==> src/synth_defines.svh <==
`ifndef SYNTH_DEFINES_SVH
`define SYNTH_DEFINES_SVH

`define SYNTH_NUM_KEYS      5
`define SYNTH_NUM_SWITCHES  8
`define SYNTH_SYNC_STAGES   3

`define SYNTH_NOTE_W        7
`define SYNTH_SAMPLE_W      8
`define SYNTH_PHASE_W       8

`define SYNTH_PWM_OFFSET    127   // mid level of the pwm frame

`endif

==> src/synth_pkg.sv <==
package synth_pkg;

`include "synth_defines.svh"

   typedef logic [`SYNTH_NOTE_W-1:0]          note_code_t;
   typedef logic [`SYNTH_NUM_KEYS-1:0]        key_mask_t;
   typedef logic [3:0]                        scale_sel_t;
   typedef logic signed [`SYNTH_SAMPLE_W-1:0] sample_t;
   typedef logic [`SYNTH_SAMPLE_W-1:0]        duty_t;
   typedef logic [`SYNTH_PHASE_W-1:0]         phase_t;

   typedef enum logic [1:0] {
      wave_square   = 2'd0,
      wave_saw_up   = 2'd1,
      wave_saw_down = 2'd2,
      wave_pulse    = 2'd3
   } wave_sel_t;

   // one code per semitone
   localparam note_code_t note_c0  = 7'd57;
   localparam note_code_t note_d0  = 7'd59;
   localparam note_code_t note_eb0 = 7'd60;
   localparam note_code_t note_e0  = 7'd61;
   localparam note_code_t note_f0  = 7'd62;
   localparam note_code_t note_gb0 = 7'd63;
   localparam note_code_t note_g0  = 7'd64;
   localparam note_code_t note_ab0 = 7'd65;
   localparam note_code_t note_a0  = 7'd66;
   localparam note_code_t note_bb0 = 7'd67;
   localparam note_code_t note_b0  = 7'd68;
   localparam note_code_t note_c1  = 7'd69;

endpackage

==> src/synth_bus_if.sv <==
`timescale 1ns/1ps

interface synth_bus_if;
   import synth_pkg::*;

   note_code_t note_code;
   logic       note_valid;
   wave_sel_t  wave_sel;
   sample_t    sample;
   logic       frame_end;   // one cycle per pwm frame

   modport ctrl (output note_code, output note_valid, output wave_sel);

   modport voice (
      input  note_code,
      input  note_valid,
      input  wave_sel,
      input  frame_end,
      output sample
   );

   modport pwm (input sample, output frame_end);

endinterface

==> src/input_sync.sv <==
`timescale 1ns/1ps
`include "synth_defines.svh"

module input_sync
(
   input  logic                           clk,
   input  logic                           rstn,
   input  logic [`SYNTH_NUM_SWITCHES-1:0] sw,
   input  synth_pkg::key_mask_t           note_enn,
   output synth_pkg::scale_sel_t          scale_sel,
   output synth_pkg::wave_sel_t           wave_sel,
   output synth_pkg::key_mask_t           key_en
);
   import synth_pkg::*;

   localparam int last = `SYNTH_SYNC_STAGES - 1;

   logic [`SYNTH_NUM_SWITCHES-1:0] sw_sync  [`SYNTH_SYNC_STAGES];
   key_mask_t                      key_sync [`SYNTH_SYNC_STAGES];

   always_ff @(posedge clk or negedge rstn)
   begin
      if (!rstn)
      begin
         for (int i = 0; i < `SYNTH_SYNC_STAGES; i++)
         begin
            sw_sync[i]  <= '0;
            key_sync[i] <= '1;   // all keys released
         end
      end
      else
      begin
         sw_sync[0]  <= sw;
         key_sync[0] <= note_enn;
         for (int i = 1; i < `SYNTH_SYNC_STAGES; i++)
         begin
            sw_sync[i]  <= sw_sync[i-1];
            key_sync[i] <= key_sync[i-1];
         end
      end
   end

   // sw[3:2] spare
   assign scale_sel = scale_sel_t'(sw_sync[last][7:4]);
   assign wave_sel  = wave_sel_t'(sw_sync[last][1:0]);
   assign key_en    = ~key_sync[last];

endmodule

==> src/note_select.sv <==
`timescale 1ns/1ps
`include "synth_defines.svh"

module note_select
(
   input  synth_pkg::scale_sel_t scale_sel,
   input  synth_pkg::wave_sel_t  wave_sel,
   input  synth_pkg::key_mask_t  key_en,
   synth_bus_if.ctrl             bus
);
   import synth_pkg::*;

   note_code_t scale_notes [`SYNTH_NUM_KEYS];
   logic [2:0] key_idx;

   // five notes per scale, key 0 first
   always_comb
   begin
      case (scale_sel)
         4'd0:
            scale_notes = '{note_c0, note_eb0, note_f0, note_g0, note_bb0};
         4'd1:
            scale_notes = '{note_c0, note_eb0, note_g0, note_bb0, note_c1};
         4'd2:
            scale_notes = '{note_c0, note_eb0, note_f0, note_g0, note_ab0};
         4'd3:
            scale_notes = '{note_d0, note_e0, note_gb0, note_g0, note_a0};
         4'd4:
            scale_notes = '{note_c0, note_d0, note_eb0, note_f0, note_ab0};
         4'd5:
            scale_notes = '{note_c0, note_d0, note_g0, note_a0, note_bb0};
         4'd6:
            scale_notes = '{note_c0, note_d0, note_eb0, note_f0, note_g0};
         4'd7:
            scale_notes = '{note_c0, note_d0, note_e0, note_gb0, note_g0};
         4'd8:
            scale_notes = '{note_d0, note_e0, note_f0, note_g0, note_ab0};
         4'd9:
            scale_notes = '{note_c0, note_eb0, note_f0, note_g0, note_a0};
         4'd10:
            scale_notes = '{note_eb0, note_f0, note_g0, note_ab0, note_c1};
         4'd11:
            scale_notes = '{note_c0, note_e0, note_g0, note_b0, note_c1};
         4'd12:
            scale_notes = '{note_c0, note_d0, note_e0, note_g0, note_a0};
         4'd13:
            scale_notes = '{note_d0, note_eb0, note_g0, note_ab0, note_bb0};
         4'd14:
            scale_notes = '{note_f0, note_g0, note_a0, note_b0, note_c1};
         default:
            scale_notes = '{note_c0, note_d0, note_e0, note_f0, note_g0};
      endcase
   end

   // lowest held key wins
   always_comb
   begin
      key_idx = '0;
      for (int i = `SYNTH_NUM_KEYS - 1; i >= 0; i--)
      begin
         if (key_en[i])
         begin
            key_idx = 3'(i);
         end
      end
   end

   assign bus.note_code  = scale_notes[key_idx];
   assign bus.note_valid = |key_en;
   assign bus.wave_sel   = wave_sel;   // passed on to the shaper

endmodule

==> src/pwm_modulator.sv <==
`timescale 1ns/1ps
`include "synth_defines.svh"

module pwm_modulator
(
   input  logic    clk,
   input  logic    rstn,
   synth_bus_if.pwm bus,
   output logic    pwm_out
);
   import synth_pkg::*;

   duty_t frame_cnt;
   duty_t high_cnt;
   logic  high_en;

   // free running, wraps every 256 cycles
   always_ff @(posedge clk or negedge rstn)
   begin
      if (!rstn)
         frame_cnt <= '0;
      else
         frame_cnt <= frame_cnt + 1'b1;
   end

   assign bus.frame_end = (frame_cnt == '1);

   always_ff @(posedge clk or negedge rstn)
   begin
      if (!rstn)
         high_cnt <= '0;
      else if (bus.frame_end)
         high_cnt <= duty_t'(bus.sample) + duty_t'(`SYNTH_PWM_OFFSET);
      else if (high_en)
         high_cnt <= high_cnt - 1'b1;
   end

   assign high_en = (high_cnt != '0);

   always_ff @(posedge clk or negedge rstn)
   begin
      if (!rstn)
         pwm_out <= 1'b0;
      else
         pwm_out <= high_en;   // one flop to the pin
   end

endmodule

==> src/synth_top.sv <==
`timescale 1ns/1ps
`include "synth_defines.svh"

module synth_top
(
   input  logic                           clk,
   input  logic                           rstn,
   input  logic [`SYNTH_NUM_SWITCHES-1:0] sw,
   input  logic [`SYNTH_NUM_KEYS-1:0]     note_enn,
   output logic                           pwm_out
);
   import synth_pkg::*;

   scale_sel_t scale_sel;
   wave_sel_t  wave_sel;
   key_mask_t  key_en;

   synth_bus_if bus ();

   input_sync u_input_sync (
      .clk       (clk),
      .rstn      (rstn),
      .sw        (sw),
      .note_enn  (note_enn),
      .scale_sel (scale_sel),
      .wave_sel  (wave_sel),
      .key_en    (key_en)
   );

   note_select u_note_select (
      .scale_sel (scale_sel),
      .wave_sel  (wave_sel),
      .key_en    (key_en),
      .bus       (bus.ctrl)
   );

   tone_gen u_tone_gen (.clk(clk), .rstn(rstn), .bus(bus.voice));

   pwm_modulator u_pwm_modulator (
      .clk     (clk),
      .rstn    (rstn),
      .bus     (bus.pwm),
      .pwm_out (pwm_out)
   );

endmodule

==> src/tone_gen.sv <==
`timescale 1ns/1ps
`include "synth_defines.svh"

module tone_gen
(
   input logic        clk,
   input logic        rstn,
   synth_bus_if.voice bus
);
   import synth_pkg::*;

   localparam sample_t level_hi = 8'sd63;
   localparam sample_t level_lo = -8'sd64;

   phase_t     acc;
   logic [5:0] p;
   sample_t    shaped;

   // advances once per frame, restarts while silent
   always_ff @(posedge clk or negedge rstn)
   begin
      if (!rstn)
      begin
         acc <= '0;
      end
      else if (bus.frame_end)
      begin
         if (bus.note_valid)
            acc <= acc + phase_t'(bus.note_code);
         else
            acc <= '0;
      end
   end

   assign p = acc[`SYNTH_PHASE_W-1 -: 6];

   always_comb
   begin
      case (bus.wave_sel)
         wave_square:   shaped = (p < 6'd32) ? level_hi : level_lo;
         wave_saw_up:   shaped = sample_t'({1'b0, p, 1'b0}) + level_lo;
         wave_saw_down: shaped = level_hi - sample_t'({1'b0, p, 1'b0});
         wave_pulse:    shaped = (p < 6'd16) ? level_hi : level_lo;
         default:       shaped = '0;
      endcase
   end

   // silence sits at mid level
   assign bus.sample = bus.note_valid ? shaped : '0;

endmodule

==> config.mk <==
export PLATFORM = sky130hd
export DESIGN_NAME = synth_top
export DESIGN_NICKNAME = d
export VERILOG_FILES = /design/src/synth_pkg.sv /design/src/synth_bus_if.sv /design/src/input_sync.sv /design/src/note_select.sv /design/src/pwm_modulator.sv /design/src/synth_top.sv /design/src/tone_gen.sv
export VERILOG_INCLUDE_DIRS = /design/src /design/src/src
export SDC_FILE = /design/constraint.sdc
export NUM_CORES = 1
export LEC_CHECK = 0
export BUFFER_PORTS_ARGS = -buffer_cell sky130_fd_sc_hd__buf_2
export CORE_MARGIN = 2
export CORE_UTILIZATION = 55
export DETAILED_ROUTE_END_ITERATION = 12
export PLACE_DENSITY = 0.73
export SETUP_SLACK_MARGIN = 0.15
export SYNTH_ARGS = -nofsm -noshare
export SYNTH_HDL_FRONTEND = slang
export SYNTH_SLANG_ARGS = --single-unit
==> constraint.sdc <==
create_clock -name clk -period 7.75 [get_ports clk]
set_input_delay 1.1625 -clock clk [delete_from_list [all_inputs] [get_ports clk]]
set_output_delay 1.1625 -clock clk [all_outputs]
set_load 0.01 [all_outputs]
==> run summary, run 1 <==
The clock insertion delay at the later pin of the skew report is 0.33 ns. The height of the die came out at ~80 microns. The biggest fanout along the worst timing path came out at 9.

The number of detailed-routing iterations run before antenna repair is 4. The half-perimeter wire length after detailed placement is approximately 4000 microns. Cells with a size suffix above 1 make up about 16% of the layout.

The mapped netlist covers 3160 sq um. The filler cells instantiated in the layout total 467. The number of input and output port buffers inserted came out at 13. The number of remaining DRC errors came out at 0. The die boundary width is 79.8 microns. The number of hold-slack violations in the final timing report was 0. In this run the worst hold path is classified as reg -> reg. The aggregate negative setup slack came out at 0 ns. In this run the number of H-tree levels came out at 3. The final critical-path share of the clock period came out at a little under half. The worst hold path stage count came out at 0.

In the final design database the tool counted 360 nets. The final non-filler cell area is approximately 3500 sq um. The worst register-to-register path has a setup slack of 4.24 ns.

The endpoint identified for the worst register-to-register timing path is u_tone_gen.acc[6]. The setup slack at placement came out at 4.30 ns. The headroom to the max-slew limit is 37.8%. The area taken by flip-flops and latches is approximately 1500 sq um. After layout, the design draws a total of 688 uW.

The synthesized area divided by synthesized cell count came out at approximately 10 sq um. After layout, the minimum clock period comes to roughly 3.5 ns. The routability congestion estimate from global placement came out at 0.940. After clock tree synthesis, the clock-pin slew on the worst setup and hold paths is 0.07 ns. The floorplan step defined a die boundary enclosing 6360 sq um. The first-pass GRT wire length is 10,800 microns. The maximum achievable frequency is 285 MHz. The worst endpoint data arrival time is 3.72 ns. The setup path with the least slack is of type reg -> reg. The number of post-CTS setup repair buffers is 0. The required time at the endpoint of the critical path is roughly 8.0 ns.

Across the run, the number of max-cap violations was 0. The initial antenna violation count came to 0. The maximum ir drop on the vdd rail came out at 0.000266 V. Sorting the synthesized cells by how often they occur yields sky130_fd_sc_hd__dfrtp_1 (43), sky130_fd_sc_hd__a21oi_1 (23), sky130_fd_sc_hd__nand2_1 (21).

The sink of the worst hold path is u_input_sync.sw_sync[14]. The gate count of the mapped netlist is 317. Yosys mapped the design onto 59 distinct sky130hd cell types. Summed over all instances, the cell type with the most area after synthesis is sky130_fd_sc_hd__dfrtp_1. The critical path startpoint category is a register.

The deepest clock path buffer count is 2. In this run, synthesis produced a sequential element count of 58. The count of hold buffers inserted by post-cts repair came out at 0. 16 I/O pins were placed. The overall global routing resource usage is 22.1%. The global-route congestion overflow total is 0. The maximum number of pins on one net before global-route repair is 59. The number of global-route vias before repair came out at around 2,300. After detailed routing, the number of vias per cell comes to just over 6. Yosys instantiated no cell more often than sky130_fd_sc_hd__dfrtp_1. The top cell type by area accounts for 34.1% of the synthesized area. By area the synthesized netlist is led by sky130_fd_sc_hd__dfrtp_1 (34%), sky130_fd_sc_hd__dfstp_2 (12%), sky130_fd_sc_hd__ha_1 (6.3%), sky130_fd_sc_hd__a21oi_1 (3.6%), sky130_fd_sc_hd__nand3_1 (2.7%). The count of antenna-violating nets left after detailed routing is 0. The startpoint of the worst hold path is u_input_sync.sw_sync[22]. The number of synthesized flops with an enable pin is 0. The proportion of register bits with asynchronous set or reset after synthesis came out at 100%. The top flip-flop cell by instance count after synthesis is sky130_fd_sc_hd__dfrtp_1.

The per-cell routed wire length came out at 15.2 microns. The number of endpoints failing setup at the final stage came out at 0. The total length of routed wires came out at 6150 microns. The total via count after detailed routing came out at about 2,400. The clock drives 58 sinks. The row count is 27. The quantity of gates resized following cts came out at 0. The area of the core came out at 5540 sq um.

The area growth from synthesis to layout is 10.1%. For this configuration, the core starts out at a cell density of 57.0%. The post-synthesis net count is 349.

The slew at the pin closest to its max-slew limit is about 0.93 ns. For this run, the register share of the synthesized area comes to 46.6%. The worst-case setup margin in the final layout came out at 4.24 ns. The clock tree from TritonCTS is yes. STA classifies the critical path endpoint as a register. In the final layout, the multi-input gates occupy between 1500 and 2000 sq um. Power spread over the standard cell area amounts to 198 nW/um^2. The flow ran to the end, and the final reports show no timing, DRC or antenna violations. The final-report max-slew violation count is 0. The count of yosys warnings during synthesis is 0. Across the routed clock network, the largest skew measured is roughly 0.0088 ns.

The tree is rooted in a sky130_fd_sc_hd__clkbuf_8. The total placed instance area came out at 3260 sq um. The cell count of the worst reg-to-reg path came out at 15.

The number of buffers added by the clock tree synthesis step came out at 9. In this run the critical register-to-register path is launched from u_input_sync.scale_sel[1]. Setup repair after global routing left no endpoint under its margin.

The repair_antennas step left the layout with diodes totalling 0. The number of DRC violations after detailed-routing iteration 0 came out at 179. The leakage power figure is 1.50 nW.
[layer usage]
layer	vias to the layer above	GRT usage, %	routed length, microns
met5	-	0	0
met2	69	33.8	2900
met4	0	8.47	88
li1	1181	-	-
met1	1182	30.1	2880
met3	11	5.77	290
[worst max-delay path: stages, from the launching register on]
cell                      delay, ns
sky130_fd_sc_hd__dfrtp_1       0.50
sky130_fd_sc_hd__inv_1         0.13
sky130_fd_sc_hd__ha_1          0.31
sky130_fd_sc_hd__mux2i_1       0.17
sky130_fd_sc_hd__mux2i_1       0.11
sky130_fd_sc_hd__mux2_2        0.29
sky130_fd_sc_hd__a22oi_1       0.19
sky130_fd_sc_hd__o21ai_0       0.10
sky130_fd_sc_hd__ha_1          0.26
sky130_fd_sc_hd__inv_1         0.08
sky130_fd_sc_hd__fa_1          0.18
sky130_fd_sc_hd__nor2b_1       0.08
sky130_fd_sc_hd__o31a_1        0.26
sky130_fd_sc_hd__o21a_1        0.18
sky130_fd_sc_hd__or3_1         0.30
sky130_fd_sc_hd__a32o_1        0.25
[cell type report]
class                   count  share of cell area [%]
clock inverters             5                    2.27
well taps                  72                    2.59
flip-flops and latches     58                    42.3
clock buffers              11                    4.07
multi-input cells         230                    45.0
repair buffers             15                    2.30
inverters                  14                    1.51
[flip-flops by register name (all words and copies together), names as in the netlist]
| name | count |
|---|---|
| u_pwm_modulator.frame_cnt | 8 |
| u_input_sync.key_sync | 15 |
| u_pwm_modulator.pwm_out | 1 |
| u_tone_gen.acc | 8 |
| u_input_sync.wave_sel | 2 |
| u_pwm_modulator.high_cnt | 8 |
| u_input_sync.sw_sync | 12 |
| u_input_sync.scale_sel | 4 |
[placed cells by master (no fill, tap or decap), types with 3 or more instances in the layout]
cell	n
sky130_fd_sc_hd__o41ai_1	3
sky130_fd_sc_hd__or3_1	4
sky130_fd_sc_hd__o211ai_1	3
sky130_fd_sc_hd__o22ai_1	3
sky130_fd_sc_hd__xnor2_1	9
sky130_fd_sc_hd__buf_2	13
sky130_fd_sc_hd__o21ai_0	16
sky130_fd_sc_hd__dfstp_2	15
sky130_fd_sc_hd__nand4_1	5
sky130_fd_sc_hd__nor2_1	16
sky130_fd_sc_hd__and3_1	3
sky130_fd_sc_hd__nor3_1	10
sky130_fd_sc_hd__a31oi_1	3
sky130_fd_sc_hd__o21a_1	6
sky130_fd_sc_hd__dfrtp_1	43
sky130_fd_sc_hd__a211oi_1	4
sky130_fd_sc_hd__clkbuf_8	10
sky130_fd_sc_hd__mux2i_1	8
sky130_fd_sc_hd__nor2b_1	5
sky130_fd_sc_hd__ha_1	16
sky130_fd_sc_hd__mux2_2	4
sky130_fd_sc_hd__a21oi_1	23
sky130_fd_sc_hd__inv_1	14
sky130_fd_sc_hd__nand3_1	17
sky130_fd_sc_hd__o21bai_1	3
sky130_fd_sc_hd__a22oi_1	3
sky130_fd_sc_hd__nand2b_1	6
sky130_fd_sc_hd__nand2_1	21
[through the flow]
| step | hold WS [ns] | util [%] | cells |
|---|---|---|---|
| 3_3_place_gp | 0.333 | 58.8 | 389 |
| 5_1_grt | 0.353 | 62.7 | 405 |
| 6_report | 0.345 | 62.7 | 405 |
| 2_1_floorplan | 0.331 | - | 317 |
| 3_5_place_dp | 0.335 | 58.8 | 389 |
| 4_1_cts | 0.349 | 62.7 | 405 |
[cell families (layout without fill, tap and decap cells)]
kind of cell    Yosys count  count (layout)  synth area share (%)
simple gates            101             101                  16.7
compound gates           89              89                  18.8
flops                    58              58                  46.6
buf+inv                  29              45                  3.96
fa+ha+maj                17              17                  6.97
mux                      12              12                  3.96
xor+xnor                 11              11                  3.05
[power breakdown]
group / internal (mW) / switching, mW
Clock: 0.189 / 0.120
Sequential: 0.315 / 0.00860
Combinational: 0.0228 / 0.0325
[worst max path at each step]
stage | startpoint | endpoint | slack, ns
3_3_place_gp | u_input_sync.scale_sel[1] | u_tone_gen.acc[6] | 4.31
2_1_floorplan | u_input_sync.scale_sel[1] | u_tone_gen.acc[6] | 4.70
6_report | u_input_sync.scale_sel[1] | u_tone_gen.acc[6] | 4.24
3_5_place_dp | u_input_sync.scale_sel[1] | u_tone_gen.acc[6] | 4.30
5_1_grt | u_input_sync.scale_sel[1] | u_tone_gen.acc[6] | 3.98
4_1_cts | u_input_sync.scale_sel[1] | u_tone_gen.acc[6] | 4.28
No activity file was read; power rests on OpenSTA's default activity.
==> inputs of run 2 (changes only) <==
clock period = 3.7 ns   (was 7.75 ns; I/O delays follow)
==> run 2 against run 1 <==
Sequential power up 110%. Clock skew is 0.0021 ns lower. Core utilization is 0.86 points higher. Sequential share of layout area decreased by 0.54 points. Global-route usage barely moved. Sequential cell count unchanged. Register-to-register slack got worse by 3.9 ns. First-iteration DRC count increased by 7.8%. Final cell count increased by 0.74%. Clock-buffer cell count shrank 1.
==> run summary, run 2 (synthesis gave the netlist of run 1 again) <==
The maximum number of pins on one net before global-route repair came out at 39 (was 59). The routability congestion estimate from global placement is 0.944 (was 0.940). The overall global routing resource usage is 22.1% (about the same).

The number of DRC violations after detailed-routing iteration 0 came out at 193 (was 179). The number of flip-flops under the largest register name came out at 15 (unchanged). The clock insertion delay at the later pin of the skew report came out at 0.34 ns (was 0.33 ns). The biggest fanout along the worst timing path was 9 (unchanged). The area of the core came out at 5540 sq um (unchanged).

The die boundary width came out at 79.8 microns (unchanged). The number of maximum-capacitance constraint violations is 0 (unchanged). The cell that appears most often on the critical path is sky130_fd_sc_hd__ha_1.

The power density of the placed cells came to 424 nW/um^2 (was 198 nW/um^2). The initial antenna violation count is 0 (unchanged). The total via count after detailed routing came out at 2,424 (was 2,443).

The total clock sinks came out at 58 (unchanged). The global-route congestion overflow total is 0 (unchanged). The final critical-path share of the clock period came out at 91.5% (was 45.3%). The met2 track demand over resource in global routing came to 32.6% (was 33.8%). The cell with the biggest individual delay on the critical path was sky130_fd_sc_hd__dfrtp_2 (was sky130_fd_sc_hd__dfrtp_1). The total length of routed wires is 6220 microns (was 6150 microns).

The count of filler cells inserted in the layout came out at 452 (was 467). The register containing the most flip-flops in the final layout is u_input_sync.key_sync (unchanged). The number of placed I/O pins is 16 (unchanged). The post-CTS clock slew at the launch and capture registers of the worst setup and hold paths is 0.07 ns (about the same). Highest-count cells in the layout ignoring fill and taps: sky130_fd_sc_hd__dfrtp_1 (42), sky130_fd_sc_hd__a21oi_1 (23), sky130_fd_sc_hd__nand2_1 (21) (was sky130_fd_sc_hd__dfrtp_1 (43), sky130_fd_sc_hd__a21oi_1 (23), sky130_fd_sc_hd__nand2_1 (21)). The area growth from synthesis to layout is 11.6% (was 10.1%). The height of the die is 79.8 microns (unchanged).

The number of input and output port buffers inserted came out at 13 (unchanged). The clock tree from TritonCTS is yes (unchanged). Result of the run: completed (unchanged). The total placed instance area came out at 3280 sq um (was 3260 sq um). The worst endpoint data arrival time is 3.62 ns (was 3.72 ns). The setup clock skew after layout is 0.00667 ns (was 0.00875 ns).

The number of buffers added by the clock tree synthesis step is 9 (unchanged). The worst stage delay on the critical path was 0.46 ns (was 0.50 ns). The final non-filler cell area came out at 3520 sq um (was 3480 sq um). The launching element of the worst setup path was u_input_sync.scale_sel[1] (unchanged).

The via density per instance came out at 5.94 (was 6.03). The start of the worst register-to-register path is u_input_sync.scale_sel[1] (unchanged). The required time at the endpoint of the critical path is 3.93 ns (was 7.96 ns). The leakage power figure was 1.53 nW (was 1.50 nW).

The aggregate negative setup slack came out at 0 ns (unchanged). The row count came out at 27 (unchanged). The global-route track usage on met3 is 6.11% (was 5.77%). The maximum ir drop on the vdd rail came to 0.000416 V (was 0.000266 V).

The number of endpoints failing setup at the final stage is 0 (unchanged). The maximum achievable frequency came out at 295 MHz (was 285 MHz). The peak-usage layer in the global routing report is met2 (unchanged). The number of antenna repair diodes is 0 (unchanged). The overall die area is 6360 sq um (unchanged). The global routing usage on met1 is 31.7% (was 30.1%). The number of detailed-routing iterations run before antenna repair came to 5 (was 4). The category of the critical setup timing path is reg -> reg (unchanged). The half-perimeter wire length after detailed placement is 4320 microns (was 4120 microns). The slew at the pin closest to its max-slew limit came to 1.09 ns (was 0.930 ns).

The commonest non-fill, non-tap cell in the layout is sky130_fd_sc_hd__dfrtp_1 (unchanged). The final-report max-slew violation count was 0 (unchanged). The number of hold-slack violations in the final timing report is 0 (unchanged).

The number of nets at the end of the flow came out at 363 (was 360). The setup slack at placement came out at 0.254 ns (was 4.30 ns). The count of antenna-violating nets left after detailed routing came out at 0 (unchanged).

The count of hold buffers inserted by post-cts repair came out at 0 (unchanged). The worst-case setup margin in the final layout is 0.315 ns (was 4.24 ns). The fraction of final layout cells sized beyond drive strength 1 was 17.6% (was 16.2%).

The level count of the clock H-tree was 3 (unchanged). The kind of path behind the tightest hold check is in -> async (was reg -> reg). Worst-path cell chain: inv_1, ha_1, nand2_1, nand3_1, o22ai_1, a21oi_1, a221oi_1, ha_1, nor2b_1, o31a_1, o21a_1, or3_1, a32o_1 (was inv_1, ha_1, mux2i_1, mux2i_1, mux2_2, a22oi_1, o21ai_0, ha_1, inv_1, fa_1, nor2b_1, o31a_1, o21a_1, or3_1, a32o_1). Largest registers in the final layout: u_input_sync.key_sync: 15 flops, u_input_sync.sw_sync: 12 flops (unchanged). The final period demand of the worst path came out at 3.38 ns (was 3.51 ns). The per-cell routed wire length is 15.3 microns (was 15.2 microns). The nature of the critical path endpoint is a register (unchanged). The power after layout was 1.49 mW (was 688 uW). The number of remaining DRC errors came to 0 (unchanged). The headroom to the max-slew limit came out at 27.0% (was 37.8%). The deepest clock path buffer count came out at 2 (unchanged). Setup repair after global routing missed its margin: false (unchanged). The first-pass GRT wire length is 10,800 microns (about the same). The clock tree root driver cell is sky130_fd_sc_hd__clkbuf_8 (unchanged). The starting density of the core is 57.0% (unchanged). The number of global-route vias before repair came out at 2,282 (was 2,342). The critical path startpoint category was a register (unchanged).
==> run 2: cell types whose count changed in the layout (fill, tap and decap cells not counted), sizes merged <==
cell    change
inv         +2
buf         +3
clkbuf      -1
clkinv      -1
==> run 2: power breakdown <==
group	switching (mW)	internal (mW)
Sequential	0.0162	0.659
Combinational	0.0725	0.0494
Clock	0.271	0.427
==> run 2: worst max-delay path, delay by kind of cell, from the launching register on <==
kind,cells,cell delay [ns]
AO/OA/AOI/OAI,6,1.30
adder cells (fa/ha/maj),2,0.68
buffers and inverters,1,0.10
flip-flops,1,0.46
AND/OR/NAND/NOR,4,0.73
==> run 2: metal layers <==
layer | share of wire, % | wire [microns] | up-vias
met5 | 0 | 0 | -
met4 | 0.95 | 59 | 0
met3 | 5.4 | 334 | 6
met2 | 45 | 2820 | 69
met1 | 48 | 3010 | 1155
li1 | - | - | 1194
==> run 2: final timing paths <==
check	endpoint	slack (ns)	depth (start not counted)
worst max-delay path	u_tone_gen.acc[6]	0.32	13
worst min-delay path	u_input_sync.scale_sel[0]	0.30	1
worst max register to register	u_tone_gen.acc[6]	0.32	13
worst min register to register	u_input_sync.sw_sync[12]	0.35	0
max in group asynchronous	u_input_sync.key_sync[3]	2.56	2
min in group clk	u_input_sync.key_sync[12]	0.31	1
==> run 2: area by class of cell <==
type	count	area, sq um	area share, %
inverters	14	52.6	1.49
well taps	72	90.1	2.56
repair buffers	18	103	2.91
clock inverters	6	95.1	2.70
clock buffers	10	149	4.23
multi-input cells	230	1560	44.4
flip-flops and latches	58	1470	41.8
==> run 2: metrics by stage <==
| stage | instances | hold slack (ns) | utilization [%] |
|---|---|---|---|
| after floorplan | 317 | 0.259 | - |
| after global placement | 392 | 0.333 | 59.2 |
| after detailed placement | 392 | 0.335 | 59.2 |
| after CTS | 408 | 0.292 | 63.6 |
| after global routing | 408 | 0.282 | 63.6 |
| final | 408 | 0.305 | 63.6 |
==> run 2: what timing repair did <==
action	CTS	global route
endpoints found under the setup margin	0	1
resized for setup	0	1
buffers inserted	0	0
